## src/design/rpPkg.sv

```systemverilog
/*
   Shared widths, register numbers, function codes and bus structs
   for the RP drive register block. Only the low 16 bits of the
   36-bit bus word carry register data.
*/

`default_nettype none

package rpPkg;

   //////////////////////////////////////////////////////////////////////
   // Widths
   //////////////////////////////////////////////////////////////////////

   localparam int dataWidth = 36;
   localparam int regWidth  = 16;
   localparam int selWidth  = 5;
   localparam int funcWidth = 5;

   // Bus word, drive register, register number, function code
   typedef logic [dataWidth-1:0] rpData_t;
   typedef logic [regWidth-1:0]  rpReg_t;
   typedef logic [selWidth-1:0]  rpRegSel_t;
   typedef logic [funcWidth-1:0] rpFunc_t;

   //////////////////////////////////////////////////////////////////////
   // Register numbers
   //////////////////////////////////////////////////////////////////////

   localparam rpRegSel_t regCs1 = 5'd0;   // Control
   localparam rpRegSel_t regDs  = 5'd1;   // Drive status
   localparam rpRegSel_t regDa  = 5'd5;   // Desired sector/track
   localparam rpRegSel_t regOf  = 5'd9;   // Offset
   localparam rpRegSel_t regDc  = 5'd10;  // Desired cylinder

   // Control register layout, GO in bit 0 and function above it
   localparam int csGoBit   = 0;
   localparam int csFuncLsb = 1;

   // Drive ready in the status register
   localparam int dsDryBit = 7;

   //////////////////////////////////////////////////////////////////////
   // Function codes
   //////////////////////////////////////////////////////////////////////

   localparam rpFunc_t funcSeek        = 5'd2;
   localparam rpFunc_t funcRecal       = 5'd3;
   localparam rpFunc_t funcDriveClear  = 5'd4;
   localparam rpFunc_t funcCenter      = 5'd7;
   localparam rpFunc_t funcPreset      = 5'd8;
   localparam rpFunc_t funcWrite       = 5'd24;
   localparam rpFunc_t funcWriteHeader = 5'd25;

   //////////////////////////////////////////////////////////////////////
   // Offset register fields
   //////////////////////////////////////////////////////////////////////

   localparam int ofFmt22Bit = 12;        // 16-bit format
   localparam int ofEciBit   = 11;        // ECC inhibit
   localparam int ofHciBit   = 10;        // Header compare inhibit
   localparam int ofOfdBit   = 7;         // Offset direction
   localparam int ofOfsLsb   = 0;         // Offset magnitude, bits 6..0
   localparam int ofOfsWidth = 7;
   localparam rpReg_t ofImplementedMask = 16'h1CFF;

   //////////////////////////////////////////////////////////////////////
   // Structs
   //////////////////////////////////////////////////////////////////////

   // Decoded commands, each a single-cycle strobe
   typedef struct packed {
      logic driveClear;
      logic center;
      logic preset;
      logic seek;
      logic recal;
      logic write;
      logic writeHeader;
   } rpCmd_t;

   // One Wishbone classic request, held by the master until ack
   typedef struct packed {
      logic      cyc;
      logic      stb;
      logic      we;
      rpRegSel_t adr;
      rpData_t   dat;
   } rpWbReq_t;

endpackage

`default_nettype wire

```

## src/design/rpCommandDecode.sv

```systemverilog
/*
   Turns a GO write into one registered command strobe.
   Strobe appears the cycle after the write edge.
   GO writes while the drive is busy and unknown codes are dropped.
*/

`timescale 1ns/1ns
`default_nettype none

module rpCommandDecode (
   input  wire                 clk,
   input  wire                 rst,
   input  wire                 goWrite,
   input  wire rpPkg::rpFunc_t func,
   input  wire                 dry,
   output rpPkg::rpCmd_t       cmd
);

   rpPkg::rpCmd_t decoded;   // Strobe selected by this cycle's write

   //////////////////////////////////////////////////////////////////////
   // Function decode
   //////////////////////////////////////////////////////////////////////

   always_comb
   begin
      decoded = '0;
      // Only a GO write to a ready drive issues anything
      if (goWrite && dry)
      begin
         case (func)
            rpPkg::funcDriveClear:
               decoded.driveClear = 1'b1;
            rpPkg::funcCenter:
               decoded.center = 1'b1;
            rpPkg::funcPreset:
               decoded.preset = 1'b1;
            rpPkg::funcSeek:
               decoded.seek = 1'b1;
            rpPkg::funcRecal:
               decoded.recal = 1'b1;
            rpPkg::funcWrite:
               decoded.write = 1'b1;
            rpPkg::funcWriteHeader:
               decoded.writeHeader = 1'b1;
            // Everything else is a no-op here
            default:
               decoded = '0;
         endcase
      end
   end

   //////////////////////////////////////////////////////////////////////
   // Strobe register
   //////////////////////////////////////////////////////////////////////

   // At most one strobe high, for one cycle
   always_ff @(posedge clk)
   begin
      if (rst)
         cmd <= '0;
      else
         cmd <= decoded;
   end

endmodule

`default_nettype wire

```

## src/design/rpDriveRegs.sv

```systemverilog
/*
   RP drive register block, top level.
   Wishbone classic slave with five drive registers.
   seekTime sets the busy length of positioning commands.
*/

`timescale 1ns/1ns
`default_nettype none

module rpDriveRegs #(
   parameter int seekTime = 16
) (
   input  wire                  clk,
   input  wire                  rst,
   input  wire rpPkg::rpWbReq_t wbReq,
   output logic                 ack,
   output rpPkg::rpData_t       datOut
);

   // Slave to offset register and decoder
   logic           ofWrite;
   logic           goWrite;
   rpPkg::rpFunc_t func;
   rpPkg::rpReg_t  wrData;
   // Shared drive state
   rpPkg::rpCmd_t  cmd;
   logic           dry;
   rpPkg::rpReg_t  ofValue;

   //////////////////////////////////////////////////////////////////////
   // Bus side
   //////////////////////////////////////////////////////////////////////

   rpWishboneSlave wbSlave_i (
      .clk     (clk),
      .rst     (rst),
      .wbReq   (wbReq),
      .ack     (ack),
      .datOut  (datOut),
      .ofWrite (ofWrite),
      .goWrite (goWrite),
      .func    (func),
      .wrData  (wrData),
      .dry     (dry),
      .ofValue (ofValue)
   );

   //////////////////////////////////////////////////////////////////////
   // Drive side
   //////////////////////////////////////////////////////////////////////

   rpCommandDecode cmdDecode_i (
      .clk     (clk),
      .rst     (rst),
      .goWrite (goWrite),
      .func    (func),
      .dry     (dry),
      .cmd     (cmd)
   );

   rpOffsetReg offsetReg_i (
      .clk     (clk),
      .rst     (rst),
      .ofWrite (ofWrite),
      .wrData  (wrData),
      .cmd     (cmd),
      .dry     (dry),
      .ofValue (ofValue)
   );

   rpDriveSequencer #(
      .seekTime (seekTime)
   ) sequencer_i (
      .clk (clk),
      .rst (rst),
      .cmd (cmd),
      .dry (dry)
   );

endmodule

`default_nettype wire

```

## src/design/rpDriveSequencer.sv

```systemverilog
/*
   Drive-ready sequencer. Positioning and write commands hold the
   drive busy for seekTime cycles (seekTime of 2 or more).
   Preset and drive clear never make the drive busy.
*/

`timescale 1ns/1ns
`default_nettype none

module rpDriveSequencer #(
   parameter int seekTime = 16
) (
   input  wire                clk,
   input  wire                rst,
   input  wire rpPkg::rpCmd_t cmd,
   output logic               dry
);

   localparam int cntWidth = $clog2(seekTime);

   typedef enum logic {
      stReady,
      stBusy
   } seqState_t;

   seqState_t           state;
   logic [cntWidth-1:0] busyCount;   // Cycles left minus one
   logic                startBusy;

   //////////////////////////////////////////////////////////////////////
   // Command qualification
   //////////////////////////////////////////////////////////////////////

   // Commands that move the heads or start a write
   assign startBusy = cmd.seek | cmd.recal | cmd.center
                      | cmd.write | cmd.writeHeader;

   //////////////////////////////////////////////////////////////////////
   // State machine and busy timer
   //////////////////////////////////////////////////////////////////////

   always_ff @(posedge clk)
   begin
      if (rst)
      begin
         state     <= stReady;
         busyCount <= '0;
      end
      else
      begin
         case (state)
            stReady:
               if (startBusy)
               begin
                  state     <= stBusy;
                  busyCount <= cntWidth'(seekTime - 1);
               end
            stBusy:
               // Last busy cycle when the count reaches zero
               if (busyCount == '0)
                  state <= stReady;
               else
                  busyCount <= busyCount - 1'b1;
            default:
               state <= stReady;
         endcase
      end
   end

   assign dry = (state == stReady);

endmodule

`default_nettype wire

```

## src/design/rpOffsetReg.sv

```systemverilog
/*
   Offset register (RPOF). Written only while the drive is ready.
   Head offset is stored but drives no hardware.
   Unimplemented bits read zero.
*/

`timescale 1ns/1ns
`default_nettype none

module rpOffsetReg (
   input  wire                clk,
   input  wire                rst,
   input  wire                ofWrite,
   input  wire rpPkg::rpReg_t wrData,
   input  wire rpPkg::rpCmd_t cmd,
   input  wire                dry,
   output rpPkg::rpReg_t      ofValue
);

   logic                          fmt22;
   logic                          eci;
   logic                          hci;
   logic                          ofd;
   logic [rpPkg::ofOfsWidth-1:0]  ofs;
   logic                          loadEnable;
   logic                          clearOffset;

   assign loadEnable  = ofWrite & dry;
   // Recal leaves the offset alone
   assign clearOffset = cmd.driveClear | cmd.center | cmd.seek
                        | cmd.write | cmd.writeHeader;

   // Format and inhibit bits, cleared by preset
   always_ff @(posedge clk)
   begin
      if (rst || cmd.preset)
      begin
         fmt22 <= 1'b0;
         eci   <= 1'b0;
         hci   <= 1'b0;
      end
      else if (loadEnable)
      begin
         fmt22 <= wrData[rpPkg::ofFmt22Bit];
         eci   <= wrData[rpPkg::ofEciBit];
         hci   <= wrData[rpPkg::ofHciBit];
      end
   end

   // Offset direction and magnitude
   always_ff @(posedge clk)
   begin
      if (rst || clearOffset)
      begin
         ofd <= 1'b0;
         ofs <= '0;
      end
      else if (loadEnable)
      begin
         ofd <= wrData[rpPkg::ofOfdBit];
         ofs <= wrData[rpPkg::ofOfsLsb +: rpPkg::ofOfsWidth];
      end
   end

   always_comb
   begin
      ofValue = '0;
      ofValue[rpPkg::ofFmt22Bit] = fmt22;
      ofValue[rpPkg::ofEciBit]   = eci;
      ofValue[rpPkg::ofHciBit]   = hci;
      ofValue[rpPkg::ofOfdBit]   = ofd;
      ofValue[rpPkg::ofOfsLsb +: rpPkg::ofOfsWidth] = ofs;
   end

endmodule

`default_nettype wire

```

## src/design/rpWishboneSlave.sv

```systemverilog
/*
   Wishbone classic slave, one ack per request and no wait states.
   Master must drop stb after ack. Unmapped registers read zero.
   datOut is valid only while ack is high.
*/

`timescale 1ns/1ns
`default_nettype none

module rpWishboneSlave (
   input  wire                clk,
   input  wire                rst,
   input  wire rpPkg::rpWbReq_t wbReq,
   output logic               ack,
   output rpPkg::rpData_t     datOut,
   output logic               ofWrite,
   output logic               goWrite,
   output rpPkg::rpFunc_t     func,
   output rpPkg::rpReg_t      wrData,
   input  wire                dry,
   input  wire rpPkg::rpReg_t ofValue
);

   logic          writeCycle;    // Write accepted on this edge
   rpPkg::rpFunc_t cs1Func;      // Stored function code
   rpPkg::rpReg_t daReg;         // Desired sector/track
   rpPkg::rpReg_t dcReg;         // Desired cylinder
   rpPkg::rpReg_t readValue;

   //////////////////////////////////////////////////////////////////////
   // Handshake
   //////////////////////////////////////////////////////////////////////

   // First cycle of cyc & stb, ack follows on the next edge
   assign writeCycle = wbReq.cyc & wbReq.stb & wbReq.we & ~ack;

   always_ff @(posedge clk)
   begin
      if (rst)
         ack <= 1'b0;
      else
         ack <= wbReq.cyc & wbReq.stb & ~ack;
   end

   //////////////////////////////////////////////////////////////////////
   // Write decode
   //////////////////////////////////////////////////////////////////////

   // Registers only use the low half of the bus word
   assign wrData = wbReq.dat[rpPkg::regWidth-1:0];
   assign func   = wbReq.dat[rpPkg::csFuncLsb +: rpPkg::funcWidth];

   // Strobes to the offset register and command decoder
   assign ofWrite = writeCycle & (wbReq.adr == rpPkg::regOf);
   assign goWrite = writeCycle & (wbReq.adr == rpPkg::regCs1)
                    & wbReq.dat[rpPkg::csGoBit];

   always_ff @(posedge clk)
   begin
      if (rst)
      begin
         cs1Func <= '0;
         daReg   <= '0;
         dcReg   <= '0;
      end
      else if (writeCycle)
      begin
         // Function field frozen while the drive is busy
         if (wbReq.adr == rpPkg::regCs1 && dry)
            cs1Func <= func;
         if (wbReq.adr == rpPkg::regDa)
            daReg <= wrData;
         if (wbReq.adr == rpPkg::regDc)
            dcReg <= wrData;
      end
   end

   //////////////////////////////////////////////////////////////////////
   // Read mux
   //////////////////////////////////////////////////////////////////////

   always_comb
   begin
      readValue = '0;
      case (wbReq.adr)
         rpPkg::regCs1:
         begin
            readValue[rpPkg::csFuncLsb +: rpPkg::funcWidth] = cs1Func;
            readValue[rpPkg::csGoBit] = ~dry;   // GO reads set while busy
         end
         rpPkg::regDs: readValue[rpPkg::dsDryBit] = dry;
         rpPkg::regDa: readValue = daReg;
         rpPkg::regOf: readValue = ofValue;
         rpPkg::regDc: readValue = dcReg;
         default:      readValue = '0;
      endcase
   end

   // Upper bus bits always zero
   assign datOut = {{(rpPkg::dataWidth - rpPkg::regWidth){1'b0}}, readValue};

endmodule

`default_nettype wire

```

## config.mk

```make
export PLATFORM = sky130hd
export DESIGN_NAME = rpDriveRegs
export DESIGN_NICKNAME = d
export VERILOG_FILES = /design/src/design/rpPkg.sv /design/src/design/rpCommandDecode.sv /design/src/design/rpDriveRegs.sv /design/src/design/rpDriveSequencer.sv /design/src/design/rpOffsetReg.sv /design/src/design/rpWishboneSlave.sv
export SDC_FILE = /design/constraint.sdc
export NUM_CORES = 1
export LEC_CHECK = 0
export ABC_AREA = 1
export CAP_MARGIN = 0
export CORE_ASPECT_RATIO = 0.8
export CORE_MARGIN = 5
export CORE_UTILIZATION = 45
export CTS_CLUSTER_DIAMETER = 30
export CTS_CLUSTER_SIZE = 24
export DETAILED_ROUTE_END_ITERATION = 6
export DONT_BUFFER_PORTS = 1
export MAX_ROUTING_LAYER = met4
export PLACE_DENSITY = 0.64
export SYNTH_ARGS = -nofsm -noshare
export SYNTH_HDL_FRONTEND = slang
export SYNTH_SLANG_ARGS = --single-unit
export TNS_END_PERCENT = 20
```

## constraint.sdc

```tcl
create_clock -name clk -period 3.41 [get_ports clk]
set_input_delay 1.023 -clock clk [delete_from_list [all_inputs] [get_ports clk]]
set_output_delay 1.023 -clock clk [all_outputs]
set_load 0.1 [all_outputs]
```

==> summary.txt <==
Pwr
  – Pwr Total: 1515 µW
  – Leak: 0.001502 µW
  – Switch Pwr: 424.7 µW
  – Power per cell area: 430.5 mW/mm²
  – Seq pwr share: 47.6%
  – Clock group share of total power: 41.5%
  – Sw frac: 28.04%
  – Pint: 1090 µW
  – VDD IR-drop max: 0.0002396 V
  – Combinational Power Share: 11.0%

Global routing
  – Grt ovf: 0
  – Largest net degree at the start of global routing: 42
  – Number of global-route vias before repair: 2494
  – Global-route wire length before repair: 11760 µm
  – GRT Total Usage: 18.03%
  – Antenna violations before repair: 0

Flow run
  – Max cap viols: 0

Floorplan
  – Die Wd: 101.9 µm
  – Core area: 0.006474 mm²
  – Top-level I/O count: 83
  – Initial core utilization: 46.93%
  – Die height: 83.49 µm
  – FP Rows: 26
  – Die area: 0.008504 mm²

Drt
  – WL/cell: 12.14 µm
  – Number of vias per cell: 4.684
  – Final WL: 6796 µm
  – Iter 0 DRT Violations: 150
  – Via count: 2623
  – Drt first pass iters: 4
  – ANT nets after route: 0
  – DRC viols: 0

Worst setup path
  – Setup crit end: datOut[7]
  – CP startpoint: wbReq[40]
  – CP Max Fanout: 7
  – Worst reg2reg path startpoint: wbSlave_i.ack$_SDFF_PP0_
  – Worst r2r dst: offsetReg_i.hci$_SDFFE_PP0P_
  – Req. time, crit path: 2.39 ns
  – Worst setup path class: primary input to output pin
  – Crit start category: primary input
  – FF-to-FF path depth: 6
  – Flop2flop setup slack: 1.26 ns
  – Endpoint class of the critical path: output pin
  – Worst EP arrival: 2.11 ns

Clocking
  – Htree depth: 3
  – Hold_buf cts: 0
  – CTS tree: yes
  – Setup bufs post-CTS: 0
  – Root Driver: clkbuf_8
  – Post-CTS sizing: 0
  – Clock Latency Late Sink: 0.34 ns
  – Num CTS Buffers: 9
  – Clock tree buffer depth: 2
  – CTS clk-pin slew, worst paths: 0.06 ns
  – Clk sinks: 61

Timing
  – Final period util: 91.78%
  – Fin. max-slew vios: 0
  – Worst slew pin tran: 1.075 ns
  – Setup Total Neg Slack: 0 ns
  – Clock skew after layout: 0.005280 ns
  – RSZ-0062 raised after global routing: no
  – Tmin final: 3.130 ns
  – Rel. slew slack: 28.23%
  – Max frequency: 0.3195 GHz
  – Final hold violation count: 0
  – Setup-failing EPs final: 0

Synthesis
  – Syn Std Cell Area: 0.003038 mm²
  – #FFs+latches synth: 61
  – Distinct cells, synth: 26
  – Synthesized area per cell: 6.662 µm²
  – Count of yosys warnings during synthesis: 0
  – Sequential fraction of the synthesis area: 40.20%
  – Mapped Cells: 456

Layout
  – Number of fillers in the final layout: 648
  – Layout area overhead: 15.82%
  – Fin nets: 519
  – Antenna diodes: 0
  – Share of cells above drive strength 1: 12.82%

Placement
  – GPL Wtd Cong: 0.8111
  – DPL Wire Length: 4698 µm
  – IO buf count: 0

Status
  – Status: completed

Min path
  – Worst hold path type: flip-flop to flip-flop
final cells by class:
class                   count  area [µm²]  area share [%]
clock buffers              12       145.1           4.125
clock inverters             4       47.55           1.351
flip-flops and latches     61        1221           34.71
inverters                  30       112.6           3.201
repair buffers             22       365.4           10.38
multi-input cells         347        1521           43.24
well taps                  84       105.1           2.987
sequential cells by signal, summed over array words and instances (netlist names), 4 cells and up:
name	cells
cmdDecode_i.cmd	7
wbSlave_i.daReg	16
wbSlave_i.cs1Func	5
wbSlave_i.dcReg	16
offsetReg_i.ofs	7
sequencer_i.busyCount	4
worst max-delay path: stages:
cell,delay (ns)
nor2_2,0.15
nand2_1,0.11
nor2_4,0.21
buf_4,0.20
nand2_1,0.06
nand4_1,0.15
buf_12,0.19
cell families (layout without fill, tap and decap cells):
family                   Yosys count  count (layout)  share of synthesized area, %
AND/OR/NAND/NOR                  317             317                         44.60
buffers and inverters             67              68                         12.07
other                              1              20                        0.1234
XOR/XNOR                           2               2                        0.5767
AO/OA/AOI/OAI                      6               6                         1.606
flip-flops                        61              61                         40.20
adder cells (fa/ha/maj)            2               2                        0.8236
worst min path at each step:
stage,start,to,slack (ns),cells after the start
after CTS,offsetReg_i.fmt22$_SDFFE_PP0P_,offsetReg_i.fmt22$_SDFFE_PP0P_,0.49,2
after global placement,wbSlave_i.daReg[1]$_SDFFE_PP0P_,wbSlave_i.daReg[1]$_SDFFE_PP0P_,0.46,2
after detailed placement,wbSlave_i.daReg[3]$_SDFFE_PP0P_,wbSlave_i.daReg[3]$_SDFFE_PP0P_,0.47,2
after floorplan,offsetReg_i.eci$_SDFFE_PP0P_,offsetReg_i.eci$_SDFFE_PP0P_,0.45,2
after global routing,wbSlave_i.dcReg[3]$_SDFFE_PP0P_,wbSlave_i.dcReg[3]$_SDFFE_PP0P_,0.50,2
final,wbSlave_i.daReg[3]$_SDFFE_PP0P_,wbSlave_i.daReg[3]$_SDFFE_PP0P_,0.48,2
cells in the mapped netlist:
master,count,area (µm²)
a22o_1,5,43.79
buf_1,2,7.510
buf_2,5,25.02
buf_4,27,202.7
buf_6,1,11.26
clkbuf_1,2,7.510
conb_1,1,3.750
dfxtp_1,61,1221
ha_1,2,25.02
inv_1,23,86.33
inv_2,7,26.28
nand2_1,138,518.0
nand2_2,1,6.260
nand2_4,1,11.26
nand3_1,23,115.1
nand3_2,3,30.03
nand4_1,15,93.84
nand4_2,1,12.51
nor2_1,121,454.2
nor2_2,5,31.28
nor2_4,5,56.30
nor3_1,2,10.01
nor3_2,1,10.01
o21ai_1,1,5.000
or2_2,1,6.260
xor2_1,2,17.52
per-layer routing:
layer / vias up / wire length [µm] / GRT usage (%)
met5: - / 0 / -
met4: 0 / 125 / 6.913
met3: 11 / 433 / 6.015
met2: 64 / 3186 / 28.38
met1: 1155 / 3051 / 21.24
li1: 1393 / - / -
placed cells by master (no fill, tap or decap), drive strengths merged, types with 3 or more instances in the layout:
master | synthesis | routed
a22o | 5 | 5
buf | 35 | 22
clkbuf | 2 | 12
conb | 1 | 20
dfxtp | 61 | 61
inv | 30 | 30
nand2 | 140 | 140
nand3 | 26 | 26
nand4 | 16 | 16
nor2 | 131 | 131
nor3 | 3 | 3
metrics by stage:
step	hold slack [ns]	util [%]	area, µm²	setup slack (ns)	std cells
CTS	0.4863	54.35	3518	0.2572	560
global placement	0.4628	51.37	3326	0.2651	544
detailed placement	0.4724	51.37	3326	0.2610	544
global route	0.5024	54.35	3518	0.1398	560
floorplan	0.4544	-	3112	0.0008837	475
finish	0.4821	54.35	3518	0.2805	560
power by group through the flow:
stage               sequential, µW  clock [µW]  combinational [µW]
floorplan                      736           0                 169
global placement               736           0                 164
detailed placement             736           0                 165
CTS                            720         643                 166
global route                   720         681                 178
finish                         720         628                 166
No activity file was read; power rests on OpenSTA's default activity.
